### src/rtl/rv_isa_pkg.sv
// RV32 integer subset encodings
package rv_isa_pkg;

    // ----------------------------------------
    // major opcodes, inst[6:0]
    localparam logic [6:0] op_reg    = 7'b0110011;   // r-type alu
    localparam logic [6:0] op_imm    = 7'b0010011;   // i-type alu
    localparam logic [6:0] op_branch = 7'b1100011;   // conditional branches

    // ----------------------------------------
    // funct3, alu group
    // sub shares f3_add and sra shares f3_srl, split by funct7_alt_bit
    localparam logic [2:0] f3_add  = 3'b000;
    localparam logic [2:0] f3_sll  = 3'b001;
    localparam logic [2:0] f3_slt  = 3'b010;
    localparam logic [2:0] f3_sltu = 3'b011;
    localparam logic [2:0] f3_xor  = 3'b100;
    localparam logic [2:0] f3_srl  = 3'b101;
    localparam logic [2:0] f3_or   = 3'b110;
    localparam logic [2:0] f3_and  = 3'b111;

    // funct3, branch group
    localparam logic [2:0] f3_beq  = 3'b000;
    localparam logic [2:0] f3_bne  = 3'b001;
    localparam logic [2:0] f3_blt  = 3'b100;
    localparam logic [2:0] f3_bge  = 3'b101;
    localparam logic [2:0] f3_bltu = 3'b110;
    localparam logic [2:0] f3_bgeu = 3'b111;

    // ----------------------------------------
    // field positions
    localparam int funct7_alt_bit = 30;   // sub / sra select
    localparam int rd_lsb         = 7;
    localparam int funct3_lsb     = 12;
    localparam int rs1_lsb        = 15;
    localparam int rs2_lsb        = 20;
    localparam int reg_field_w    = 5;    // width of rd, rs1, rs2
    localparam int shamt_w        = 5;    // shift amount bits used on rv32

endpackage

### src/rtl/core_pkg.sv
// Core internal codes
package core_pkg;

    localparam int xlen = 32;   // data and address width

    typedef logic [4:0] reg_addr_t;   // x0 .. x31

    // alu operations, decoded once in the decode stage
    typedef enum logic [3:0] {
        alu_add,
        alu_sub,
        alu_and,
        alu_or,
        alu_xor,
        alu_sll,
        alu_srl,
        alu_sra,
        alu_slt,
        alu_sltu
    } alu_op_t;

    // branch conditions, br_none for every non-branch
    typedef enum logic [2:0] {
        br_none,
        br_eq,
        br_ne,
        br_lt,
        br_ge,
        br_ltu,
        br_geu
    } branch_cond_t;

endpackage
### src/rtl/core_top.sv
// Four stage RV32 integer core
module core_top
    import core_pkg::*;
#(
    parameter logic [xlen-1:0] reset_pc = 32'h0000_0000
) (
    input  logic            clk,
    input  logic            reset_b,
    // instruction memory, combinational read
    output logic [xlen-1:0] imem_addr,
    input  logic [31:0]     imem_data,
    // writeback observation
    output logic            wb_valid,
    output reg_addr_t       wb_rd,
    output logic [xlen-1:0] wb_data
);

    logic [xlen-1:0] pc;
    logic            branch_taken;
    logic [xlen-1:0] branch_target;

    // register file read port
    reg_addr_t       rs1_addr;
    reg_addr_t       rs2_addr;
    logic [xlen-1:0] rs1_data;
    logic [xlen-1:0] rs2_data;

    // ID/EX fields
    logic            ex_valid;
    logic [xlen-1:0] ex_pc;
    reg_addr_t       ex_rs1;
    reg_addr_t       ex_rs2;
    reg_addr_t       ex_rd;
    logic [xlen-1:0] ex_rs1_data;
    logic [xlen-1:0] ex_rs2_data;
    logic [xlen-1:0] ex_imm;
    logic            ex_use_imm;
    logic            ex_use_rs2;
    alu_op_t         ex_alu_op;
    branch_cond_t    ex_branch_cond;
    logic            ex_reg_write;

    assign imem_addr = pc;

    // ----------------------------------------
    fetch_stage #(
        .reset_pc      (reset_pc)
    ) u_fetch (
        .clk           (clk),
        .reset_b       (reset_b),
        .branch_taken  (branch_taken),
        .branch_target (branch_target),
        .pc            (pc)
    );

    decode_stage u_decode (
        .clk            (clk),
        .reset_b        (reset_b),
        .pc             (pc),
        .imem_data      (imem_data),
        .branch_taken   (branch_taken),
        .rs1_addr       (rs1_addr),
        .rs2_addr       (rs2_addr),
        .rs1_data       (rs1_data),
        .rs2_data       (rs2_data),
        .ex_valid       (ex_valid),
        .ex_pc          (ex_pc),
        .ex_rs1         (ex_rs1),
        .ex_rs2         (ex_rs2),
        .ex_rd          (ex_rd),
        .ex_rs1_data    (ex_rs1_data),
        .ex_rs2_data    (ex_rs2_data),
        .ex_imm         (ex_imm),
        .ex_use_imm     (ex_use_imm),
        .ex_use_rs2     (ex_use_rs2),
        .ex_alu_op      (ex_alu_op),
        .ex_branch_cond (ex_branch_cond),
        .ex_reg_write   (ex_reg_write)
    );

    // write port fed straight from the writeback register
    register_file u_regfile (
        .clk      (clk),
        .reset_b  (reset_b),
        .rs1_addr (rs1_addr),
        .rs2_addr (rs2_addr),
        .wr_en    (wb_valid),
        .wr_addr  (wb_rd),
        .wr_data  (wb_data),
        .rs1_data (rs1_data),
        .rs2_data (rs2_data)
    );

    execute_stage u_execute (
        .clk            (clk),
        .reset_b        (reset_b),
        .ex_valid       (ex_valid),
        .ex_pc          (ex_pc),
        .ex_rs1         (ex_rs1),
        .ex_rs2         (ex_rs2),
        .ex_rd          (ex_rd),
        .ex_rs1_data    (ex_rs1_data),
        .ex_rs2_data    (ex_rs2_data),
        .ex_imm         (ex_imm),
        .ex_use_imm     (ex_use_imm),
        .ex_use_rs2     (ex_use_rs2),
        .ex_alu_op      (ex_alu_op),
        .ex_branch_cond (ex_branch_cond),
        .ex_reg_write   (ex_reg_write),
        .branch_taken   (branch_taken),
        .branch_target  (branch_target),
        .wb_valid       (wb_valid),
        .wb_rd          (wb_rd),
        .wb_data        (wb_data)
    );

endmodule

### src/rtl/execute_stage.sv
// Execute stage and writeback register
module execute_stage
    import core_pkg::*;
    import rv_isa_pkg::*;
(
    input  logic            clk,
    input  logic            reset_b,
    // ID/EX fields
    input  logic            ex_valid,
    input  logic [xlen-1:0] ex_pc,
    input  reg_addr_t       ex_rs1,
    input  reg_addr_t       ex_rs2,
    input  reg_addr_t       ex_rd,
    input  logic [xlen-1:0] ex_rs1_data,
    input  logic [xlen-1:0] ex_rs2_data,
    input  logic [xlen-1:0] ex_imm,
    input  logic            ex_use_imm,
    input  logic            ex_use_rs2,
    input  alu_op_t         ex_alu_op,
    input  branch_cond_t    ex_branch_cond,
    input  logic            ex_reg_write,
    // redirect to fetch and decode
    output logic            branch_taken,
    output logic [xlen-1:0] branch_target,
    // writeback register
    output logic            wb_valid,
    output reg_addr_t       wb_rd,
    output logic [xlen-1:0] wb_data
);

    logic            fwd_a;
    logic            fwd_b;
    logic [xlen-1:0] rs1_val;       // after forwarding
    logic [xlen-1:0] rs2_val;
    logic [xlen-1:0] op_a;
    logic [xlen-1:0] op_b;
    logic [shamt_w-1:0] shamt;
    logic [xlen-1:0] alu_result;
    logic            is_eq;
    logic            is_lt;         // signed
    logic            is_ltu;
    logic            cond_met;

    // ----------------------------------------
    // forwarding from the writeback register
    // distance two is covered by the register file bypass
    assign fwd_a = wb_valid && (wb_rd != '0) && (wb_rd == ex_rs1);
    assign fwd_b = wb_valid && (wb_rd != '0) && (wb_rd == ex_rs2) && ex_use_rs2;

    assign rs1_val = fwd_a ? wb_data : ex_rs1_data;
    assign rs2_val = fwd_b ? wb_data : ex_rs2_data;

    assign op_a  = rs1_val;
    assign op_b  = ex_use_imm ? ex_imm : rs2_val;   // i-type takes the immediate
    assign shamt = op_b[shamt_w-1:0];

    // ----------------------------------------
    // alu
    always_comb begin
        case (ex_alu_op)
            alu_add:  alu_result = op_a + op_b;
            alu_sub:  alu_result = op_a - op_b;
            alu_and:  alu_result = op_a & op_b;
            alu_or:   alu_result = op_a | op_b;
            alu_xor:  alu_result = op_a ^ op_b;
            alu_sll:  alu_result = op_a << shamt;
            alu_srl:  alu_result = op_a >> shamt;
            alu_sra:  alu_result = $unsigned($signed(op_a) >>> shamt);
            alu_slt:  alu_result = {{(xlen-1){1'b0}}, $signed(op_a) < $signed(op_b)};
            alu_sltu: alu_result = {{(xlen-1){1'b0}}, op_a < op_b};
            default:  alu_result = op_a + op_b;
        endcase
    end

    // ----------------------------------------
    // branch unit, compares the two register values
    assign is_eq  = (rs1_val == rs2_val);
    assign is_lt  = ($signed(rs1_val) < $signed(rs2_val));
    assign is_ltu = (rs1_val < rs2_val);

    always_comb begin
        case (ex_branch_cond)
            br_eq:   cond_met = is_eq;
            br_ne:   cond_met = !is_eq;
            br_lt:   cond_met = is_lt;
            br_ge:   cond_met = !is_lt;
            br_ltu:  cond_met = is_ltu;
            br_geu:  cond_met = !is_ltu;
            default: cond_met = 1'b0;    // br_none
        endcase
    end

    assign branch_taken  = ex_valid && cond_met;   // bubbles never redirect
    assign branch_target = ex_pc + ex_imm;         // imm already << 1

    // ----------------------------------------
    // writeback register
    always_ff @(posedge clk or negedge reset_b) begin
        if (!reset_b) begin
            wb_valid <= 1'b0;
            wb_rd    <= '0;
        end else begin
            wb_valid <= ex_valid && ex_reg_write;   // low for branches and x0
            wb_rd    <= ex_rd;
        end
    end

    always_ff @(posedge clk) begin
        wb_data <= alu_result;
    end

endmodule

### src/rtl/decode_stage.sv
// Decode stage with IF/ID and ID/EX registers
module decode_stage
    import core_pkg::*;
    import rv_isa_pkg::*;
(
    input  logic            clk,
    input  logic            reset_b,
    input  logic [xlen-1:0] pc,
    input  logic [31:0]     imem_data,
    input  logic            branch_taken,   // flush both registers
    // register file read port
    output reg_addr_t       rs1_addr,
    output reg_addr_t       rs2_addr,
    input  logic [xlen-1:0] rs1_data,
    input  logic [xlen-1:0] rs2_data,
    // ID/EX fields
    output logic            ex_valid,
    output logic [xlen-1:0] ex_pc,
    output reg_addr_t       ex_rs1,
    output reg_addr_t       ex_rs2,
    output reg_addr_t       ex_rd,
    output logic [xlen-1:0] ex_rs1_data,
    output logic [xlen-1:0] ex_rs2_data,
    output logic [xlen-1:0] ex_imm,
    output logic            ex_use_imm,
    output logic            ex_use_rs2,
    output alu_op_t         ex_alu_op,
    output branch_cond_t    ex_branch_cond,
    output logic            ex_reg_write
);

    // IF/ID contents
    logic            id_valid;
    logic [xlen-1:0] id_pc;
    logic [31:0]     id_inst;

    // decoded values
    logic [6:0]      opcode;
    logic [2:0]      funct3;
    logic            alt;
    reg_addr_t       rd;
    logic [xlen-1:0] imm_i;
    logic [xlen-1:0] imm_b;
    logic [xlen-1:0] dec_imm;
    logic            dec_valid;
    logic            dec_use_imm;
    logic            dec_use_rs2;
    logic            dec_reg_write;
    alu_op_t         dec_alu_op;
    branch_cond_t    dec_cond;

    // funct3 to alu op, alt only counts for sub on r-type
    function automatic alu_op_t alu_sel(input logic [2:0] f3, input logic alt_bit,
                                        input logic is_reg);
        alu_op_t op;
        case (f3)
            f3_add:  op = (is_reg && alt_bit) ? alu_sub : alu_add;
            f3_sll:  op = alu_sll;
            f3_slt:  op = alu_slt;
            f3_sltu: op = alu_sltu;
            f3_xor:  op = alu_xor;
            f3_srl:  op = alt_bit ? alu_sra : alu_srl;   // srai also uses bit 30
            f3_or:   op = alu_or;
            f3_and:  op = alu_and;
            default: op = alu_add;
        endcase
        return op;
    endfunction

    // ----------------------------------------
    // IF/ID register
    always_ff @(posedge clk or negedge reset_b) begin
        if (!reset_b) begin
            id_valid <= 1'b0;
        end else begin
            id_valid <= !branch_taken;   // younger fetch killed on redirect
        end
    end

    always_ff @(posedge clk) begin
        id_pc   <= pc;
        id_inst <= imem_data;
    end

    // field split
    assign opcode   = id_inst[6:0];
    assign funct3   = id_inst[funct3_lsb +: 3];
    assign alt      = id_inst[funct7_alt_bit];
    assign rd       = id_inst[rd_lsb +: reg_field_w];
    assign rs1_addr = id_inst[rs1_lsb +: reg_field_w];
    assign rs2_addr = id_inst[rs2_lsb +: reg_field_w];

    // immediates, b-type already shifted left by one
    assign imm_i = {{20{id_inst[31]}}, id_inst[31:20]};
    assign imm_b = {{19{id_inst[31]}}, id_inst[31], id_inst[7], id_inst[30:25],
                    id_inst[11:8], 1'b0};

    // ----------------------------------------
    // control decode
    always_comb begin
        dec_valid     = 1'b0;      // unknown opcode stays invalid
        dec_use_imm   = 1'b0;
        dec_use_rs2   = 1'b0;
        dec_reg_write = 1'b0;
        dec_alu_op    = alu_add;
        dec_cond      = br_none;
        dec_imm       = imm_i;
        case (opcode)
            op_reg: begin
                dec_valid     = 1'b1;
                dec_use_rs2   = 1'b1;
                dec_reg_write = (rd != '0);          // x0 writes dropped here
                dec_alu_op    = alu_sel(funct3, alt, 1'b1);
            end
            op_imm: begin
                dec_valid     = 1'b1;
                dec_use_imm   = 1'b1;
                dec_reg_write = (rd != '0);
                dec_alu_op    = alu_sel(funct3, alt, 1'b0);
            end
            op_branch: begin
                dec_use_rs2 = 1'b1;                  // compare operand
                dec_imm     = imm_b;                 // target offset
                case (funct3)
                    f3_beq:  dec_cond = br_eq;
                    f3_bne:  dec_cond = br_ne;
                    f3_blt:  dec_cond = br_lt;
                    f3_bge:  dec_cond = br_ge;
                    f3_bltu: dec_cond = br_ltu;
                    f3_bgeu: dec_cond = br_geu;
                    default: dec_cond = br_none;     // 010 / 011 reserved
                endcase
                dec_valid = (dec_cond != br_none);
            end
            default: ;
        endcase
    end

    // ----------------------------------------
    // ID/EX register, control part
    always_ff @(posedge clk or negedge reset_b) begin
        if (!reset_b) begin
            ex_valid       <= 1'b0;
            ex_reg_write   <= 1'b0;
            ex_use_imm     <= 1'b0;
            ex_use_rs2     <= 1'b0;
            ex_alu_op      <= alu_add;
            ex_branch_cond <= br_none;
        end else if (branch_taken) begin        // bubble
            ex_valid       <= 1'b0;
            ex_reg_write   <= 1'b0;
            ex_use_imm     <= 1'b0;
            ex_use_rs2     <= 1'b0;
            ex_alu_op      <= alu_add;
            ex_branch_cond <= br_none;
        end else begin
            ex_valid       <= id_valid && dec_valid;
            ex_reg_write   <= id_valid && dec_valid && dec_reg_write;
            ex_use_imm     <= dec_use_imm;
            ex_use_rs2     <= dec_use_rs2;
            ex_alu_op      <= dec_alu_op;
            ex_branch_cond <= dec_cond;
        end
    end

    // payload part, only meaningful when ex_valid
    always_ff @(posedge clk) begin
        ex_pc       <= id_pc;
        ex_rs1      <= rs1_addr;
        ex_rs2      <= rs2_addr;
        ex_rd       <= rd;
        ex_rs1_data <= rs1_data;
        ex_rs2_data <= rs2_data;
        ex_imm      <= dec_imm;
    end

endmodule

### src/rtl/register_file.sv
// Integer register file
module register_file
    import core_pkg::*;
(
    input  logic            clk,
    input  logic            reset_b,
    input  reg_addr_t       rs1_addr,
    input  reg_addr_t       rs2_addr,
    input  logic            wr_en,      // writeback valid
    input  reg_addr_t       wr_addr,
    input  logic [xlen-1:0] wr_data,
    output logic [xlen-1:0] rs1_data,
    output logic [xlen-1:0] rs2_data
);

    logic [xlen-1:0] regs [1:31];   // no storage behind x0
    logic            wr_hit;        // write to a real register

    assign wr_hit = wr_en && (wr_addr != '0);

    // ----------------------------------------
    // write port
    always_ff @(posedge clk or negedge reset_b) begin
        if (!reset_b) begin
            for (int i = 1; i < 32; i++) begin
                regs[i] <= '0;
            end
        end else if (wr_hit) begin
            regs[wr_addr] <= wr_data;
        end
    end

    // ----------------------------------------
    // read ports, same-cycle write passes through
    always_comb begin
        if (rs1_addr == '0)                          rs1_data = '0;
        else if (wr_hit && (wr_addr == rs1_addr))    rs1_data = wr_data;
        else                                         rs1_data = regs[rs1_addr];
    end

    always_comb begin
        if (rs2_addr == '0)                          rs2_data = '0;
        else if (wr_hit && (wr_addr == rs2_addr))    rs2_data = wr_data;
        else                                         rs2_data = regs[rs2_addr];
    end

endmodule

### src/rtl/fetch_stage.sv
// Program counter
module fetch_stage
    import core_pkg::*;
#(
    parameter logic [xlen-1:0] reset_pc = 32'h0000_0000   // first fetch address
) (
    input  logic            clk,
    input  logic            reset_b,
    input  logic            branch_taken,    // pulse from execute
    input  logic [xlen-1:0] branch_target,
    output logic [xlen-1:0] pc               // also the imem address
);

    logic [xlen-1:0] pc_plus4;
    logic [xlen-1:0] pc_next;

    // ----------------------------------------
    // next pc select
    assign pc_plus4 = pc + xlen'(4);
    assign pc_next  = branch_taken ? branch_target : pc_plus4;   // redirect wins

    // ----------------------------------------
    // pc register, no stalls so it moves every edge
    always_ff @(posedge clk or negedge reset_b) begin
        if (!reset_b) begin
            pc <= reset_pc;
        end else begin
            pc <= pc_next;
        end
    end

endmodule

### config.mk
export PLATFORM = sky130hd
export DESIGN_NAME = core_top
export DESIGN_NICKNAME = d
export VERILOG_FILES = /design/src/rtl/rv_isa_pkg.sv /design/src/rtl/core_pkg.sv /design/src/rtl/core_top.sv /design/src/rtl/execute_stage.sv /design/src/rtl/decode_stage.sv /design/src/rtl/register_file.sv /design/src/rtl/fetch_stage.sv
export SDC_FILE = /design/constraint.sdc
export NUM_CORES = 2
export LEC_CHECK = 0
export BUFFER_PORTS_ARGS = -buffer_cell sky130_fd_sc_hd__buf_2
export CAP_MARGIN = 20
export CORE_ASPECT_RATIO = 0.7
export CORE_MARGIN = 3
export CORE_UTILIZATION = 54
export DETAILED_ROUTE_END_ITERATION = 7
export PLACE_DENSITY = 0.73
export SLEW_MARGIN = 15
export SYNTH_ARGS = -nofsm -noshare
export SYNTH_HDL_FRONTEND = slang
export SYNTH_SLANG_ARGS = --single-unit
### constraint.sdc
create_clock -name clk -period 5.51 [get_ports clk]
set_input_delay 0.2755 -clock clk [delete_from_list [all_inputs] [get_ports clk]]
set_output_delay 0.2755 -clock clk [all_outputs]
set_load 0.02 [all_outputs]
======== Word level (Yosys, flattened, before mapping) ========
Cells that the tools add are included.
storage, ports and cells
  bits in registers ....................... 1262
  output and inout bits ................... 70
operators by class
  add/subtract/negate cells ............... 4
  magnitude comparators ................... 8
  equal/unequal tests ..................... 30
  shift-type cells ........................ 3
  multiplexer cells ....................... 36
  bitwise operators ....................... 6
  reductions and logical operators ........ 23
operators by type and width
  operator                 number
  $bwmux W992              1
  $mux W32                 11
  $bmux W32 S5             2
  $pmux W32 S9             1
  $demux W32 S5            1
  $lt A32 B32 Y1           4
  $add A32 B32 Y32         2
  $pmux W4 S8              2
  $add A32 B3 Y32 const B  1
  $and A32 B32 Y32         1
  $eq A32 B32 Y1           1
  $or A32 B32 Y32          1
  $shl A32 B5 Y32          1
  $shr A32 B5 Y32          1
  $sshr A32 B5 Y32         1
  $sub A32 B32 Y32         1
  $xor A32 B32 Y32         1
  $eq A3 B3 Y1 const B     7
  $eq A5 B5 Y1             4
  $ge A6 B6 Y1 const B     3
  $not A5 Y6               3
  $pmux W3 S6              1
  $eq A4 B3 Y1 const B     4
  $eq A3 B2 Y1 const B     4
  22 further kinds         51

======== Logic depth before layout (Yosys ltp) ========
  depth after elaboration ................. 10
  gate-level depth with buffers ........... 22

======== Cells and area by module ========
A second synthesis with hierarchy kept.
unflattened totals
  cells, all modules ...................... 6256
  area total of the unflattened synthesis .. 72723.5 sq um
by module, submodules not included
  module         times used  cells each  area an instance (sq um)  seq. area each (sq um)
  register_file  1           4049        53877.9                   24823.8
  execute_stage  1           1751        12539.5                   790.8
  decode_stage   1           269         4566.9                    4063.9
  fetch_stage    1           187         1739.2                    800.8

======== Worst setup path before layout ========
Ideal clock, no wire load.
  path type ............................... reg-to-reg
  from .................................... reg u_execute.wb_rd[0]
  to ...................................... reg u_execute.wb_data[23]
  library setup time ...................... 0.129 ns
  arrival ................................. 5.417 ns
  required time ........................... 5.381 ns
  slack ................................... -0.036 ns
  stages on the path, launching flop included .. 23
  buffers on the path ..................... 5
  period minus slack after synthesis ...... 5.546 ns
  path through ............................ dfrtp_1 buf_4 or4_4 o211a_1 nand2_2 mux2i_1 mux2_2 clkbuf_1 buf_1 buf_1 ha_1 clkbuf_1 a21o_1 a21oi_1 a21oi_1 nor3_1 o211ai_1 a221oi_1 o21ai_0 o41a_1 a22o_1 mux2i_1 nand3_1
between the ends
  cells in the longest elaborated chain, start to end .. 8
  elaborated cells between the ends (all ways) .. 19
RTL lines
  what                                            RTL line                                  RTL
  start, declared                                 execute_stage.sv:27                       output reg_addr_t wb_rd,
  start signal, assigned                          execute_stage.sv:104                      wb_rd <= ex_rd;
  $reduce_bool A5 Y1                              execute_stage.sv:47, execute_stage.sv:48
  $logic_and A1 B1 Y1                             execute_stage.sv:47, execute_stage.sv:48
  $logic_and A1 B1 Y1 (2 in series)               execute_stage.sv:48                       assign fwd_b = wb_valid && (wb_rd != '0) && (wb_rd == ex_rs2) && ex_use_rs2;
  $mux W32                                        execute_stage.sv:51                       assign rs2_val = fwd_b ? wb_data : ex_rs2_data;
  $mux W32                                        execute_stage.sv:54                       assign op_b = ex_use_imm ? ex_imm : rs2_val;
  $add A32 B32 Y32, or another cell as far along  execute_stage.sv:61, execute_stage.sv:71
  $pmux W32 S9 *                                  execute_stage.sv:60                       case (ex_alu_op)
  net u_execute.alu_result[23]                    execute_stage.sv:38                       logic [xlen-1:0] alu_result;
  end signal, assigned                            execute_stage.sv:109                      wb_data <= alu_result;
  end, declared                                   execute_stage.sv:28                       output logic [xlen-1:0] wb_data
The timed path passes the listed nets; every way through them passes the cells marked *.
A chain may end at the register's enable or synchronous reset.

======== Final worst setup path ========
  from .................................... reg u_execute.wb_rd[0]
  to ...................................... reg u_fetch.pc[9]
between the ends
  cells in the longest elaborated chain, start to end .. 10
  elaborated cells between the ends (all ways) .. 18
RTL lines
  what                                          RTL line                                                       RTL
  $reduce_bool A5 Y1                            execute_stage.sv:47, execute_stage.sv:48
  $logic_and A1 B1 Y1                           execute_stage.sv:47, execute_stage.sv:48
  $logic_and A1 B1 Y1 (2 in series)             execute_stage.sv:48
  $mux W32                                      execute_stage.sv:51
  $lt A32 B32 Y1, or another cell as far along  execute_stage.sv:79                                            assign is_ltu = (rs1_val < rs2_val);
  $logic_not A1 Y1, on equally long branches    execute_stage.sv:88, execute_stage.sv:84, execute_stage.sv:86
  $pmux W1 S6 *                                 execute_stage.sv:82                                            case (ex_branch_cond)
  $logic_and A1 B1 Y1 *                         execute_stage.sv:93                                            assign branch_taken = ex_valid && cond_met;
  $mux W32 *                                    fetch_stage.sv:20                                              assign pc_next = branch_taken ? branch_target : pc_plus4;
  net u_fetch.pc_next[9]                        fetch_stage.sv:15                                              logic [xlen-1:0] pc_next;
  end signal, assigned                          fetch_stage.sv:26                                              pc <= reset_pc;
  end signal, assigned                          fetch_stage.sv:28                                              pc <= pc_next;
  end, declared                                 fetch_stage.sv:11                                              output logic [xlen-1:0] pc
Marked as above.

==> results.py <==
metrics = {
    "sta": {
        "clock-skew-final_ns": 0.0536,
        "setup_viol_count_final": 0,
        "relSlewSlack": 0.196,
        "period_minus_ws_final_ns": 5.36,
        "timing.fmax_mhz": 187,
        "unrepaired_setup_endpoints_after_global_routing": "false",
        "tightestPinTransition_ns": 1.20,
        "layout_worst_path_cycle_share": 0.973,
        "postLayoutSetupSlackWorst_ns": 0.150,
        "report.final.slew_viol_count": 0,
        "hold_viol": 0,
    },
    "layout": {
        "fillCellCount": 10200,
        "area_delta_synth_final_pct": 10.6,
        "drive_gt1_frac": 0.409,
        "stdcell_area_um2": 79500,
        "finish.net_count": 5709,
        "most-common-layout-cells": "mux2_2 (1067), dfrtp_1 (1042), mux4_2 (577), nand2_1 (282), mux2i_1 (262)",
        "mostFrequentLayoutCell": "mux2_2",
    },
    "setup_path": {
        "worst-path-max-fanout": 22,
        "rr_worst_depth": 17,
        "crit_type": "register to register",
        "critical_path.endpoint_type": "register",
        "worstReg2RegStart": "u_execute.wb_rd[0]",
        "r2r_slack_ns": 0.15,
        "cp.arrival_ns": 6.04,
        "worst_setup_path_start_kind": "register",
        "required_ns": 6.19,
        "worstReg2RegEnd": "u_fetch.pc[9]",
    },
    "logic_synthesis": {
        "yosysTopAreaCellShare": 0.363,
        "synth-edff-count": 0,
        "ys.warnings.count": 0,
        "synth_unique_cells": 92,
        "synth-xor-area-share": 0.0115,
        "ys_dominant_reg_cell": "dfrtp_1",
        "synth_sequential_area_ratio": 0.424,
        "synth_fa_ha_area_frac": 0.0289,
        "number_of_nets_in_the_synthesized_netlist": 5690,
        "fraction_of_registers_with_async_set_or_reset_after_synthesis": 0.826,
        "synth_largest_area_cell": "dfrtp_1",
        "syn_area_um2": 71900,
        "synth.mux.area_fraction": 0.390,
        "post_synthesis_area_per_instance_um2": 13.1,
        "post_synth_and_or_nand_nor_area_fraction": 0.0445,
        "synth-compound-area-share": 0.0676,
        "combinational_family_with_the_most_area_after_synthesis": "multiplexers",
        "synthTopCellsByArea": "dfrtp_1 (36%), mux4_2 (18%), mux2_2 (17%)",
        "post_synth_inst_count": 5492,
        "postSynthRegisterBits": 1262,
    },
    "power": {
        "power.leakage_nw": 36.5,
        "irDropWorstVdd_uv": 286,
        "total_power_density_per_cell_area_nw_per_um2": 237,
    },
    "floorplan": {
        "floorplan.die_area_um2": 138000,
        "io_pins": 104,
        "fp-row-count": 111,
        "initial_utilization": 0.547,
        "placeableCoreArea_um2": 132000,
        "floorplan.die.height_um": 311,
        "die_w_um": 442,
    },
    "detailed_routing": {
        "routed_wirelength_um": 237000,
        "via_count": 51100,
        "dr_iter_0_viols": 6558,
        "drt-wirelength-per-cell_um": 32.2,
        "drc": 0,
        "vias_per_cell": 6.94,
        "first_pass_iters": 8,
        "ant_nets": 0,
    },
    "grt": {
        "grt_max_degree": 156,
        "antenna_found_initial": 5,
        "grt.total_usage": 0.338,
        "overflow": 0,
        "first_global_vias": 50500,
        "grt_first_pass_wirelength_um": 348000,
    },
    "cts": {
        "cts_max_path_buffers": 3,
        "worst_skew_pair.late_latency_ns": 0.79,
        "numClockSinks": 1262,
        "htreeDepth": 3,
        "cts_bufs_inserted": 118,
        "clock_pin_slew_of_the_registers_on_the_worst_case_setup_and_hold_paths_ns": 0.06,
        "tritoncts_clock_tree": "done",
        "cts_root_buf": "clkbuf_16",
    },
    "flow_run": {
        "drv_cap": 0,
    },
    "hold_path": {
        "hold_critical_path_depth": 2,
        "hp-class": "primary input to register",
        "min_from": "imem_data[3]",
        "min_to": "u_decode.id_inst[3]",
    },
    "placement": {
        "pre_cts_ws_ns": -0.385,
        "placed_cell_area_um2": 75000,
        "placement.io_buffers": 103,
        "place_hpwl_um": 151000,
        "gp_congestion": 1.06,
    },
    "outcome": {
        "outcome": "complete, no violations",
    },
}
-- how the worst max path moves through the flow --
stage | startpoint | endpoint | slack, ns | cells past startpoint
4_1_cts | u_execute.wb_rd[0] | u_fetch.pc[9] | 0.02 | 20
3_3_place_gp | u_execute.wb_rd[0] | u_execute.wb_data[31] | -0.23 | 18
3_5_place_dp | u_execute.wb_rd[0] | u_execute.wb_data[31] | -0.39 | 18
2_1_floorplan | u_execute.wb_rd[0] | u_execute.wb_data[23] | 0.09 | 22
6_report | u_execute.wb_rd[0] | u_fetch.pc[9] | 0.15 | 17
5_1_grt | u_execute.wb_rd[0] | u_execute.wb_data[28] | 0.007 | 17
-- report_power, final --
group / internal, W / leakage, nW / switching, W
logic: 0.000334 / 18.2 / 0.000636
clock network: 0.00471 / 1.96 / 0.00377
registers: 0.00928 / 16.3 / 0.0000888
total: 0.0143 / 36.5 / 0.00450
-- per-layer routing --
layer | global-route usage | up-vias | wire length [µm]
met5 | 0 | - | 27
met4 | 0.134 | 4 | 10500
met3 | 0.100 | 603 | 27100
met2 | 0.476 | 2942 | 101000
met1 | 0.493 | 26700 | 98500
li1 | - | 20900 | -
-- registers in the layout (all words and copies together) (netlist names), 3 cells and up --
signal	flops
u_decode.ex_alu_op	4
u_decode.ex_branch_cond	3
u_decode.ex_imm	13
u_decode.ex_pc	32
u_decode.ex_rd	5
u_decode.ex_rs1	5
u_decode.ex_rs1_data	32
u_decode.ex_rs2	5
u_decode.ex_rs2_data	32
u_decode.id_inst	32
u_decode.id_pc	32
u_execute.wb_data	32
u_execute.wb_rd	5
u_fetch.pc	32
u_regfile.regs	992
-- cell type report --
type                    count  area, µm²  area share
well taps                1751       2190      0.0276
flip-flops and latches   1262      30500       0.384
repair buffers            390       3060      0.0385
clock buffers             182       3540      0.0445
inverters                 114        443     0.00557
diodes                      3       7.51   0.0000945
multi-input cells        3625      39300       0.494
clock inverters            38        439     0.00553
-- critical path, stage by stage (launching register included) --
cell and delay (ns):
dfrtp_1 0.45, or4_4 0.56, o21ai_2 0.20, nor4_4 0.08, buf_12 0.17, buf_12 0.18
mux2_4 0.33, ha_1 0.47, nand4_1 0.22, or4_1 0.72, o211ai_1 0.35, buf_4 0.20
or4_1 0.10, o21ai_0 0.08, o221ai_1 0.28, o311a_4 0.41, buf_12 0.21, mux2i_1 0.24
-- synthesized netlist by cell type (13+ instances only) --
cell type / number
mux2_2: 1067
dfrtp_1: 1042
mux4_2: 577
clkbuf_1: 345
nand2_1: 294
mux2i_1: 263
dfxtp_1: 220
a21oi_1: 183
nor2_1: 164
o21ai_0: 164
ha_1: 161
buf_1: 110
inv_1: 109
a22o_1: 65
nand3_1: 60
xnor2_1: 48
xor2_1: 46
a21o_1: 41
nor3_1: 40
a211oi_1: 27
o22ai_1: 27
o211ai_1: 25
nand2b_1: 23
a221oi_1: 21
mux2i_2: 21
o21bai_1: 21
nand4_1: 20
nor2b_1: 20
a31oi_1: 18
buf_2: 18
and3_1: 15
a2111oi_0: 13
a22oi_1: 13
o31ai_1: 13
-- through the flow --
step	setup TNS, ns	utilization	cells	hold slack (ns)	total power, W
after global routing	0	0.604	7363	0.122	0.0193
after detailed placement	-1.20	0.570	7098	0.312	0.0105
after global placement	-0.256	0.570	7097	0.310	0.0105
after floorplan	0	-	5492	-0.0201	0.0101
final	0	0.604	7365	0.132	0.0188
after CTS	0	0.603	7351	0.0979	0.0189
-- cell families (layout without fill, tap and decap cells) --
| family | count (synthesis) | in the layout |
|---|---|---|
| other | 0 | 3 |
| AND/OR/NAND/NOR | 699 | 699 |
| flip-flops | 1262 | 1262 |
| adder cells (fa/ha/maj) | 164 | 164 |
| multiplexers | 1933 | 1933 |
| AO/OA/AOI/OAI | 735 | 735 |
| buffers and inverters | 605 | 724 |
| XOR/XNOR | 94 | 94 |
-- what timing repair did --
action,4_1_cts,5_1_grt
endpoints found under the setup margin,36,46
setup buffers,0,10
endpoints found under the hold margin,122,0
hold buffers,33,0
resized for setup,3,12
gates cloned,0,1
pin swaps,0,2
(Power assumes the default switching activity.)
